## config.mk

```make
export PLATFORM = sky130hd
export DESIGN_NAME = adc_rng_top
export DESIGN_NICKNAME = d
export VERILOG_FILES = /design/src/source/adc_rng_pkg.sv /design/src/source/adc_rng_top.sv /design/src/source/rng_word_ctrl.sv /design/src/source/adc_rng_fifo.sv /design/src/source/adc_health_mon.sv /design/src/source/adc_lsb_debias.sv
export SDC_FILE = /design/constraint.sdc
export NUM_CORES = 1
export LEC_CHECK = 0
export BUFFER_PORTS_ARGS = -buffer_cell sky130_fd_sc_hd__buf_2
export CORE_MARGIN = 5
export CORE_UTILIZATION = 52
export CTS_BUF_LIST = sky130_fd_sc_hd__clkbuf_8
export CTS_CLUSTER_DIAMETER = 30
export DETAILED_ROUTE_END_ITERATION = 7
export PLACE_DENSITY = 0.78
export SETUP_SLACK_MARGIN = 0.1
export SLEW_MARGIN = 0
export SYNTH_ARGS = -nofsm -noshare
export SYNTH_HDL_FRONTEND = slang
export SYNTH_SLANG_ARGS = --single-unit
```

## constraint.sdc

```tcl
create_clock -name clk -period 1.5 [get_ports clk]
set_input_delay 0.15 -clock clk [delete_from_list [all_inputs] [get_ports clk]]
set_output_delay 0.15 -clock clk [all_outputs]
set_load 0.01 [all_outputs]
```

## src/source/adc_rng_pkg.sv

```systemverilog
package adc_rng_pkg;

    // adc sample width
    localparam int ADC_WIDTH = 12;

    // random bits per output word
    localparam int RNG_WIDTH = 10;

    typedef logic [ADC_WIDTH-1:0] adc_sample_t;

    typedef logic [RNG_WIDTH-1:0] rng_word_t;

    // write position in the collector, 0 .. RNG_WIDTH
    typedef logic [3:0] bit_idx_t;

    // output controller states
    typedef enum logic {
        run    = 1'b0,
        halted = 1'b1
    } ctrl_state_t;

endpackage : adc_rng_pkg
```

## src/source/adc_rng_top.sv

```systemverilog
`timescale 1ns/1ps

module adc_rng_top
    import adc_rng_pkg::*;
#(
    parameter int REP_LIMIT = 16
)(
    input  logic        clk,
    input  logic        rst,
    input  logic        sample_valid,
    input  adc_sample_t sample,
    output rng_word_t   rng_word,
    output logic        word_valid,
    output logic        health_alarm
);

    logic      bit_valid;
    logic      rand_bit;
    logic      full;
    logic      deque;
    rng_word_t vector;

    adc_lsb_debias debias0 (
        .clk          (clk),
        .rst          (rst),
        .sample_valid (sample_valid),
        .sample       (sample),
        .bit_valid    (bit_valid),
        .rand_bit     (rand_bit)
    );

    // watches raw lsbs, before the corrector
    adc_health_mon #(
        .REP_LIMIT (REP_LIMIT)
    ) health0 (
        .clk          (clk),
        .rst          (rst),
        .sample_valid (sample_valid),
        .sample       (sample),
        .health_alarm (health_alarm)
    );

    adc_rng_fifo fifo0 (
        .clk    (clk),
        .rst    (rst),
        .enque  (bit_valid),
        .deque  (deque),
        .data   (rand_bit),
        .vector (vector),
        .full   (full)
    );

    rng_word_ctrl ctrl0 (
        .clk          (clk),
        .rst          (rst),
        .full         (full),
        .vector       (vector),
        .health_alarm (health_alarm),
        .deque        (deque),
        .rng_word     (rng_word),
        .word_valid   (word_valid)
    );

endmodule : adc_rng_top

```

## src/source/rng_word_ctrl.sv

```systemverilog
`timescale 1ns/1ps

module rng_word_ctrl
    import adc_rng_pkg::*;
(
    input  logic      clk,
    input  logic      rst,
    input  logic      full,
    input  rng_word_t vector,
    input  logic      health_alarm,
    output logic      deque,
    output rng_word_t rng_word,
    output logic      word_valid
);

    ctrl_state_t state_q;
    ctrl_state_t state_d;

    // halted is terminal until reset
    always_comb begin
        state_d = state_q;
        unique case (state_q)
            run: begin
                if (health_alarm) begin
                    state_d = halted;
                end
            end
            halted: begin
                state_d = halted;
            end
            default: begin
                state_d = halted;
            end
        endcase
    end

    // drain on full, but not in the cycle the alarm is already up
    assign deque = (state_q == run) && full && !health_alarm;

    always_ff @(posedge clk) begin
        if (rst) begin
            state_q    <= run;
            rng_word   <= '0;
            word_valid <= 1'b0;
        end else begin
            state_q    <= state_d;
            word_valid <= deque;
            if (deque) begin
                rng_word <= vector;
            end
        end
    end

    // strobe one cycle after a drain, and the emptied collector ends the drain
    assert property (@(posedge clk) disable iff (rst)
        deque |=> word_valid && !deque);

endmodule : rng_word_ctrl

```

## src/source/adc_rng_fifo.sv

```systemverilog
`timescale 1ns/1ps

module adc_rng_fifo
    import adc_rng_pkg::*;
(
    input  logic      clk,
    input  logic      rst,
    input  logic      enque,
    input  logic      deque,
    input  logic      data,
    output rng_word_t vector,
    output logic      full
);

    // next write position
    bit_idx_t  head_q;
    bit_idx_t  head_d;
    rng_word_t bits_q;
    rng_word_t bits_d;
    logic      empty;

    // status straight from the registered head
    assign full  = (head_q == bit_idx_t'(RNG_WIDTH));
    assign empty = (head_q == '0);

    always_comb begin
        head_d = head_q;
        bits_d = bits_q;
        vector = '0;

        if (deque && !empty) begin
            // whole word leaves, head restarts
            vector = bits_q;
            if (enque) begin
                // bit arriving now opens the next word
                bits_d[0] = data;
                head_d    = bit_idx_t'(1);
            end else begin
                head_d = '0;
            end
        end else if (enque && !full) begin
            bits_d[head_q] = data;
            head_d         = head_q + 1'b1;
        end
        // enque while full is dropped
    end

    always_ff @(posedge clk) begin
        if (rst) begin
            head_q <= '0;
        end else begin
            head_q <= head_d;
        end
    end

    always_ff @(posedge clk) begin
        bits_q <= bits_d;
    end

    // head stays inside the word
    assert property (@(posedge clk) disable iff (rst)
        head_q <= bit_idx_t'(RNG_WIDTH));

endmodule : adc_rng_fifo

```

## src/source/adc_health_mon.sv

```systemverilog
`timescale 1ns/1ps

module adc_health_mon
    import adc_rng_pkg::*;
#(
    parameter int REP_LIMIT = 16
)(
    input  logic        clk,
    input  logic        rst,
    input  logic        sample_valid,
    input  adc_sample_t sample,
    output logic        health_alarm
);

    localparam int CNT_W = $clog2(REP_LIMIT + 1);

    // run length of equal lsbs, 0 means no sample seen yet
    logic [CNT_W-1:0] count_q;
    logic [CNT_W-1:0] count_d;
    logic             prev_lsb_q;

    always_comb begin
        count_d = count_q;
        if (sample_valid) begin
            if ((count_q != '0) && (sample[0] == prev_lsb_q)) begin
                // saturate at the limit
                if (count_q != CNT_W'(REP_LIMIT)) begin
                    count_d = count_q + 1'b1;
                end
            end else begin
                count_d = CNT_W'(1);
            end
        end
    end

    always_ff @(posedge clk) begin
        if (rst) begin
            count_q      <= '0;
            health_alarm <= 1'b0;
        end else begin
            count_q <= count_d;
            // sticky until reset
            if (sample_valid && (count_d == CNT_W'(REP_LIMIT))) begin
                health_alarm <= 1'b1;
            end
        end
    end

    always_ff @(posedge clk) begin
        if (sample_valid) begin
            prev_lsb_q <= sample[0];
        end
    end

    // alarm only clears through reset
    assert property (@(posedge clk) $fell(health_alarm) |-> $past(rst));

endmodule : adc_health_mon

```

## src/source/adc_lsb_debias.sv

```systemverilog
`timescale 1ns/1ps

module adc_lsb_debias
    import adc_rng_pkg::*;
(
    input  logic        clk,
    input  logic        rst,
    input  logic        sample_valid,
    input  adc_sample_t sample,
    output logic        bit_valid,
    output logic        rand_bit
);

    // high while waiting for the second sample of a pair
    logic second_q;
    // lsb of the first sample of the pair
    logic first_lsb_q;
    logic lsb;

    assign lsb = sample[0];

    // pair phase and corrected bit strobe
    always_ff @(posedge clk) begin
        if (rst) begin
            second_q  <= 1'b0;
            bit_valid <= 1'b0;
        end else begin
            bit_valid <= 1'b0;
            if (sample_valid) begin
                second_q <= ~second_q;
                // 01 -> 0, 10 -> 1, equal pair dropped
                if (second_q && (lsb != first_lsb_q)) begin
                    bit_valid <= 1'b1;
                end
            end
        end
    end

    // held lsb and output bit
    always_ff @(posedge clk) begin
        if (sample_valid) begin
            if (!second_q) begin
                first_lsb_q <= lsb;
            end else begin
                rand_bit <= first_lsb_q;
            end
        end
    end

    // a pair needs two samples, so strobes are never back to back
    assert property (@(posedge clk) disable iff (rst)
        bit_valid |=> !bit_valid);

endmodule : adc_lsb_debias

```

==> flow_summary.ini, run 1 <==
[finish]
final_area_um2 = 1930
drive_above_1_share_pct = 26.8
utilization_pct = 63.7
num_antenna_cells = 0
layout_commonest_cell = nand2_1
area_delta_synth_final_pct = 19.4
final_net_count = 203
layout_common_cells = 23 x nand2_1, 21 x dfxtp_1, 17 x a21oi_1

[clock_network]
clk_pin_slew_ps = 70
cts_tree = done
insertion_delay_ps = 280
root_buffer = clkbuf_8
cts-buffers-inserted = 5
ctsHoldBuffers = 0
htreeDepth = 2
cts_max_path_buffers = 2
clkSinkCount = 37

[drt]
ant_nets = 0
wl_met2_mm = 1.58
post-route-drc-count = 0
drt-total-wl_mm = 3.12
met3_length_um = 140
drtIter0Drc = 70
num_vias = 1171
dr.pass1.iters = 4
viasPerCell = 5.16
routedLengthMet1_mm = 1.35
highest_layer = met4
drt-wirelength-per-cell_um = 13.7

[floorplan]
die_area_um2 = 4320
io_pins = 27
core_um2 = 3030
die_width_um = 65.7
core.rowCount = 20
initial_core_util_pct = 53.3
die_h_um = 65.7

[logic_synthesis]
syn_area_um2 = 1620
ys_warn_count = 0
synthXorXnorAreaFrac_pct = 3.25
synthMuxAreaShare_pct = 0
synthAdderAreaFrac_pct = 4.65
synth_edf_count = 13
synth_top_family_by_area = simple AND/OR/NAND/NOR gates
syn-instance-count = 160
ys.flop_type = dfxtp_1
synth-simple-area-share_pct = 23.3
synth_nets = 181
ys_types = 38
synth_compound_area_share_pct = 11.1
seq_area_frac_synth_pct = 53.9
synth_area_per_cell_um2 = 10.1
postSynth.asyncResetShare_pct = 0
synth_seq_cells = 37

[placement]
post-dp-hpwl_mm = 2.04
gp_congestion = 0.897
io_buffers = 15
dpl-instance-area_um2 = 1750

[timing]
finalSetupTns_ps = 0
max_slew_margin_pct = 71.3
drv_slew = 0
rsz0062_at_grt = true
period_share_pct = 91.3
max_freq_mhz = 730
tightest_slew_ps = 431
setup_viol = 0
skew_ps = 4.93
layout_min_cycle_time_ps = 1370
finalHoldViolCount = 0
whs_ps = 132

[grt]
grt-ovfl-total = 0
grt_max_degree = 25
antenna_found_initial = 0
grt_first_pass_wirelength_mm = 5.13
grt_pass1_vias = 1125
track_usage_pct = 15.8

[critical_path]
critPathSlowestCell = dfxtp_1
critPathLaunchType = flip-flop
path_class = reg2reg
path_buf_inv = 0
crit_arrival_ps = 1570
cp-end-kind = flip-flop
cp_cell_sequence = ha_4 -> nand3_1 -> xnor2_2 -> o2111ai_1 -> a221oi_1
cp_top_family = flip-flops
critPathMaxStageDelay_ps = 430
worstPathMaxFanout = 5
critPathRequiredTime_ps = 1700

[power_and_ir_drop]
power_mw = 1.80
intPower_mw = 1.40
p_per_area_nw_per_um2 = 935
p_sw_mw = 0.399
seqPwrFrac_pct = 59.1
combPwrFrac_pct = 4.9
p_clk_share_pct = 36.0
netSwitchingFraction_pct = 22.2
vdd_drop_max_mv = 0.689
p_leak_nw = 0.756

[outcome]
status = finished, final reports clean

[worst_hold_path]
min_path_type = in2reg

[job]
cap_violations = 0
## Yosys cell counts (2+ instances only)
master / instances / area, um^2
a21oi_1: 18 / 90.1
a2bb2oi_1: 2 / 17.5
a311oi_1: 2 / 17.5
and2_1: 7 / 43.8
and3_1: 2 / 12.5
clkbuf_1: 4 / 15.0
dfxtp_1: 24 / 480
edfxtp_1: 13 / 390
ha_1: 6 / 75.1
inv_1: 6 / 22.5
nand2_1: 23 / 86.3
nand3_1: 7 / 35.0
nor2_1: 9 / 33.8
nor2b_1: 4 / 25.0
nor3_1: 5 / 25.0
or2b_1: 2 / 15.0
xnor2_1: 3 / 26.3
xor2_1: 3 / 26.3
## kinds of logic (layout without fill, tap and decap cells)
group,Yosys count,in the layout
flip-flops,37,37
adder cells (fa/ha/maj),6,6
XOR/XNOR,6,6
AO/OA/AOI/OAI,29,29
buffers and inverters,13,35
AND/OR/NAND/NOR,69,70
## area by class of cell
cell class              instances  area (um^2)
clock buffers                   5         68.8
clock inverters                 3         13.8
fillers                       253         1100
inverters                       6         22.5
multi-input cells             111          768
flip-flops and latches         37          880
well taps                      44         55.1
repair buffers                 21          120
## state kept, by name (all words and copies together) (netlist names), 4 cells and up
name	flops
ctrl0.rng_word	10
health0.count_q	5
fifo0.head_q	4
fifo0.bits_q	10
## what timing repair did
item | in CTS | in global routing
pin swaps | 1 | 5
gates resized for setup | 4 | 11
endpoints found under the setup margin | 14 | 18
gates cloned | 1 | 0
buffers inserted | 2 | 0
## worst reg2reg max path, cell delays in order, from the launching register on
cell       delay (ps)
dfxtp_1           430
ha_4              200
nand3_1           120
xnor2_2           190
o2111ai_1         120
a221oi_1          230
## power groups by stage
stage	Clock, mW	Sequential (mW)	Combinational (mW)
after detailed placement	0	1.09	0.0799
after floorplan	0	1.08	0.0587
after global routing	0.716	1.07	0.0980
after global placement	0	1.08	0.0754
final	0.649	1.06	0.0890
after CTS	0.663	1.06	0.0813
## per-layer routing
layer / vias to the layer above / track usage [%]
met2: 25 / 26.4
met1: 545 / 19.0
met3: 5 / 4.27
met4: 0 / 6.74
met5: - / 0
li1: 596 / -
## path summary, 6_finish.rpt
check	to	slack [ps]	cells past startpoint	start
worst max-delay path	health0.health_alarm$_SDFFE_PP0P_	130	5	health0.count_q[1]$_SDFF_PP0_
worst min-delay path	debias0.first_lsb_q$_DFFE_PP_	130	1	sample[0]
worst max register to register	health0.health_alarm$_SDFFE_PP0P_	130	5	health0.count_q[1]$_SDFF_PP0_
worst min register to register	ctrl0.rng_word[4]$_SDFFE_PP0P_	450	2	ctrl0.rng_word[4]$_SDFFE_PP0P_
## through the flow
stage	worst slack [ps]	std cells
5_1_grt	68.4	227
6_report	130	227
2_1_floorplan	104	160
3_3_place_gp	84.4	216
4_1_cts	86.8	227
3_5_place_dp	33.2	216
No activity file was read; power rests on OpenSTA's default activity.
==> inputs of run 2 (changes only) <==
==> constraint.sdc (replaced) <==
create_clock -name clk -period 1.5 [get_ports clk]
set_input_delay 0.15 -clock clk [delete_from_list [all_inputs] [get_ports clk]]
set_output_delay 0.15 -clock clk [all_outputs]
set_load 0.05 [all_outputs]
==> flow_summary.ini, run 2 (synthesized netlist as in run 1, its figures left out) <==
[outcome]
status = finished, final reports clean

[placement]
gp_congestion = 0.896
post-dp-hpwl_mm = 1.95
dp_cells = 216
io_buffers = 15
dpl-instance-area_um2 = 1750
post-place-ws_ps = 43.9

[clock_network]
clk_pin_slew_ps = 80
cts-buffers-inserted = 5
cts_tree = done
htreeDepth = 2
cts_max_path_buffers = 2
root_buffer = clkbuf_8
clkSinkCount = 37
insertion_delay_ps = 290
ctsHoldBuffers = 0

[floorplan]
io_pins = 27
initial_core_util_pct = 53.3
die_h_um = 65.7
die_area_um2 = 4320
core.rowCount = 20
core_um2 = 3030
die_width_um = 65.7

[critical_path]
critPathSlowestCell = or3_4
cp-end-kind = flip-flop
cp_top_family = simple AND/OR/NAND/NOR gates
path_class = reg2reg
cp-startpoint = fifo0.head_q[1]$_SDFFE_PP0P_
path_buf_inv = 0
crit_arrival_ps = 1600
worstPathMaxFanout = 7
cp_cell_sequence = ha_4 -> nand3b_4 -> or3_4 -> nand2_1 -> a21oi_1
critPathMaxStageDelay_ps = 470
regToRegStartpoint = fifo0.head_q[1]$_SDFFE_PP0P_
critPathLaunchType = flip-flop
critPathRequiredTime_ps = 1650

[finish]
utilization_pct = 65.0
layout_common_cells = 21 x dfxtp_1, 16 x nand2_1, 16 x a21oi_1
final_area_um2 = 1970
area_delta_synth_final_pct = 21.9
top_regs = ctrl0.rng_word: 10 flops, fifo0.bits_q: 10 flops, health0.count_q: 5 flops
layout_commonest_cell = dfxtp_1
fillers = 244
instances_no_fill = 227
final_net_count = 203
num_antenna_cells = 0
drive_above_1_share_pct = 30.1

[grt]
antenna_found_initial = 0
track_usage_pct = 16.0
grt_pass1_vias = 1168
grt_max_degree = 25
grt_first_pass_wirelength_mm = 5.17
grt-ovfl-total = 0

[drt]
drtIter0Drc = 70
viasPerCell = 5.33
drt-total-wl_mm = 3.12
num_vias = 1210
dr.pass1.iters = 5
post-route-drc-count = 0
ant_nets = 0
drt-wirelength-per-cell_um = 13.7

[timing]
tightest_slew_ps = 453
setup_ws_ps = 48.6
period_share_pct = 96.8
skew_ps = 6.55
layout_min_cycle_time_ps = 1450
finalSetupTns_ps = 0
whs_ps = 127
max_slew_margin_pct = 69.8
rsz0062_at_grt = true
setup_viol = 0
finalHoldViolCount = 0
drv_slew = 0
max_freq_mhz = 689

[job]
cap_violations = 0

[power_and_ir_drop]
p_leak_nw = 0.762
p_per_area_nw_per_um2 = 1100
power_mw = 2.16
vdd_drop_max_mv = 0.766

[worst_hold_path]
min_path_type = in2reg
min-delay-start = sample[0]
run 2: final cells by class:
type | instances | area, um^2 | area share [%]
clock buffers | 5 | 68.8 | 3.49
clock inverters | 3 | 65.1 | 3.30
inverters | 6 | 22.5 | 1.14
multi-input cells | 111 | 757 | 38.4
flip-flops and latches | 37 | 877 | 44.5
well taps | 44 | 55.1 | 2.80
repair buffers | 21 | 124 | 6.29
run 2: worst register-to-register path: stages (launching register included):
cell and delay [ps]:
dfxtp_4 390, ha_4 170, nand3b_4 130, or3_4 470
nand2_1 90, a21oi_1 60
run 2: routing by layer:
metal  GRT usage, %  wire (um)  share of wire, %
met4           4.66         12              0.38
met3           5.64        197               6.3
met5              0          0                 0
met2           27.3       1530                49
met1           18.8       1380                44
run 2: repair_timing:
| action | CTS | global route |
|---|---|---|
| pin swaps | 0 | 16 |
| setup endpoints to repair | 14 | 15 |
| resized for setup | 4 | 14 |
| cloned | 1 | 0 |
| setup buffers | 0 | 2 |
run 2: worst paths after layout:
check                                   end  slack (ps)  cells past startpoint
max          ctrl0.rng_word[5]$_SDFFE_PP0P_          50                      5
min           debias0.first_lsb_q$_DFFE_PP_         130                      1
max reg2reg  ctrl0.rng_word[5]$_SDFFE_PP0P_          50                      5
min reg2reg  ctrl0.rng_word[4]$_SDFFE_PP0P_         470                      2
run 2: report_power, final:
| part | switching (mW) | internal, mW |
|---|---|---|
| logic | 0.0487 | 0.0371 |
| clock network | 0.350 | 0.660 |
| registers | 0.0145 | 1.05 |
| total | 0.413 | 1.75 |
==> inputs of run 3 (changes only) <==
--- a/config.mk
+++ b/config.mk
@@ -5,13 +5,14 @@
 export SDC_FILE = /design/constraint.sdc
 export NUM_CORES = 1
 export LEC_CHECK = 0
+export ABC_AREA = 1
 export BUFFER_PORTS_ARGS = -buffer_cell sky130_fd_sc_hd__buf_2
 export CORE_MARGIN = 5
 export CORE_UTILIZATION = 52
 export CTS_BUF_LIST = sky130_fd_sc_hd__clkbuf_8
 export CTS_CLUSTER_DIAMETER = 30
 export DETAILED_ROUTE_END_ITERATION = 7
-export PLACE_DENSITY = 0.78
+export PLACE_DENSITY = 0.77
 export SETUP_SLACK_MARGIN = 0.1
 export SLEW_MARGIN = 0
 export SYNTH_ARGS = -nofsm -noshare
==> flow_summary.ini, run 3 <==
[floorplan]
core.rowCount = 21
die_width_um = 67.9
core_um2 = 3280
initial_core_util_pct = 53.1
die_area_um2 = 4610
die_h_um = 67.9
io_pins = 27

[logic_synthesis]
synth_nets = 215
synth_seq_cells = 37
seq_area_frac_synth_pct = 50.0
postSynth.asyncResetShare_pct = 0
ys_types = 30
synth.top_cell.area_share_pct = 27.6
ys.flop_type = dfxtp_1
synth_edf_count = 13
yosysMostFrequentCell = nand2_1
synth_top_area_cell = dfxtp_1
yosys-top-cells-count = 40 x nand2_1, 24 x dfxtp_1, 22 x inv_1
ys_top_cells_by_area = dfxtp_1 28%, edfxtp_1 22%, nand2_1 8.6%
ys_warn_count = 0
syn-instance-count = 194
synth_area_per_cell_um2 = 8.98
syn_area_um2 = 1740

[grt]
grt_pass1_vias = 1122
grt_first_pass_wirelength_mm = 4.67
grt_max_degree = 25
antenna_found_initial = 0
grt-ovfl-total = 0
track_usage_pct = 13.8

[finish]
drive_above_1_share_pct = 37.0
final_net_count = 236
layout_commonest_cell = nand2_1
top_regs = ctrl0.rng_word: 10 flops, fifo0.bits_q: 10 flops, health0.count_q: 5 flops
instances_no_fill = 262
final_area_um2 = 2050
num_antenna_cells = 0
layout_common_cells = 40 x nand2_1, 21 x inv_1, 17 x dfxtp_1
area_delta_synth_final_pct = 17.6

[placement]
io_buffers = 15
dpl-instance-area_um2 = 1860
gp_congestion = 0.879
post-place-ws_ps = 117
dp_cells = 252
post-dp-hpwl_mm = 1.92

[outcome]
status = finished, final reports clean

[critical_path]
cp_cell_sequence = inv_2 -> nor2_4 -> nand2_2 -> nand2_4 -> inv_4 -> nand2_2 -> inv_2 -> nand2_1 -> inv_1
critPathMaxStageDelay_ps = 420
cp_top_family = simple AND/OR/NAND/NOR gates
path_class = reg2reg
path_buf_inv = 4
worstPathMaxFanout = 8
cp-end-kind = flip-flop
critPathSlowestCell = dfxtp_1
critPathRequiredTime_ps = 1560
crit_arrival_ps = 1430
critPathLaunchType = flip-flop
r2r_slack_ps = 130

[drt]
viasPerCell = 4.79
drt-wirelength-per-cell_um = 11.6
dr.pass1.iters = 4
ant_nets = 0
post-route-drc-count = 0
drt-total-wl_mm = 3.03
num_vias = 1256
drtIter0Drc = 46

[job]
cap_violations = 0

[power_and_ir_drop]
power_mw = 1.85
vdd_drop_max_mv = 0.498
p_leak_nw = 0.842
p_sw_mw = 0.404
p_clk_share_pct = 37.1
p_per_area_nw_per_um2 = 902
intPower_mw = 1.44
netSwitchingFraction_pct = 21.9
seqPwrFrac_pct = 57.3
combPwrFrac_pct = 5.6

[clock_network]
clkSinkCount = 37
insertion_delay_ps = 280
cts-buffers-inserted = 5
cts_max_path_buffers = 2
cts_tree = done
root_buffer = clkbuf_8
ctsHoldBuffers = 0
htreeDepth = 2
clk_pin_slew_ps = 70

[worst_hold_path]
min_path_type = in2reg

[timing]
max_freq_mhz = 730
setup_viol = 0
setup_ws_ps = 130
tightest_slew_ps = 552
drv_slew = 0
finalSetupTns_ps = 0
rsz0062_at_grt = false
layout_min_cycle_time_ps = 1370
max_slew_margin_pct = 63.2
period_share_pct = 91.3
skew_ps = 6.05
finalHoldViolCount = 0
[run 3: cell types whose count changed after synthesis, sizes merged, moves of 3 or more]
cell | previous run | this run
nor2b | 4 | 0
nand3 | 7 | 13
and2 | 7 | 0
inv | 6 | 26
nand2 | 24 | 54
nor2 | 9 | 18
nor4 | 0 | 3
nor3 | 6 | 3
[run 3: per-stage QoR]
stage	hold WS, ps	util [%]
after floorplan	219	-
after global placement	400	56.6
after detailed placement	405	56.6
after CTS	113	59.4
after global routing	121	62.4
final	118	62.4
[run 3: worst reg2reg max path: stages, from the launching register on]
cell and delay [ps]:
dfxtp_1 420, inv_2 100, nor2_4 160, nand2_2 90
nand2_4 110, inv_4 60, nand2_2 80, inv_2 40
nand2_1 50, inv_1 40
[run 3: power by group through the flow]
stage / sequential (mW) / clock (mW) / combinational (mW)
after CTS: 1.06 / 0.700 / 0.0822
after global placement: 1.08 / 0 / 0.0798
after detailed placement: 1.08 / 0 / 0.0811
after floorplan: 1.08 / 0 / 0.0612
after global routing: 1.06 / 0.739 / 0.114
final: 1.06 / 0.685 / 0.103
[run 3: worst paths after layout]
kind,from,to,depth (start not counted)
hold / removal,sample[0],debias0.first_lsb_q$_DFFE_PP_,1
hold reg to reg,ctrl0.rng_word[3]$_SDFFE_PP0P_,ctrl0.rng_word[3]$_SDFFE_PP0P_,2
setup / recovery,fifo0.head_q[3]$_SDFFE_PP0P_,fifo0.bits_q[7]$_DFFE_PP_,9
setup reg to reg,fifo0.head_q[3]$_SDFFE_PP0P_,fifo0.bits_q[7]$_DFFE_PP_,9
[run 3: final cells by class]
class / count / area, um^2
Inverter: 27 / 105
Multi-Input combinational cell: 124 / 796
Clock inverter: 2 / 7.51
Timing Repair Buffer: 20 / 116
Clock buffer: 6 / 82.6
Sequential cell: 37 / 885
Tap cell: 46 / 57.6
Fill cell: 274 / 1230
[run 3: logic make-up (layout without fill, tap and decap cells)]
logic type | Yosys count | after routing | share of synthesized area, %
xor gates and xnor gates | 3 | 3 | 1.51
buffers and inverters | 33 | 55 | 8.54
adders and majority gates | 6 | 6 | 4.31
AOI/OAI and AO/OA | 22 | 22 | 8.83
DFF | 37 | 37 | 50.0
and+or+nand+nor | 93 | 93 | 26.8
[run 3: timing repair]
| action | 4_1_cts | 5_1_grt |
|---|---|---|
| endpoints found under the setup margin | 1 | 17 |
| gates resized for setup | 2 | 22 |
| pin swaps | 0 | 7 |
| setup buffers | 0 | 2 |
[run 3: layer usage]
| layer | global-route usage [%] | share of wire, % | up-vias |
|---|---|---|---|
| li1 | - | - | 658 |
| met1 | 15.0 | 42 | 564 |
| met2 | 24.4 | 51 | 25 |
| met3 | 3.94 | 4.3 | 9 |
| met4 | 6.70 | 2.9 | 0 |
| met5 | 0 | 0 | - |
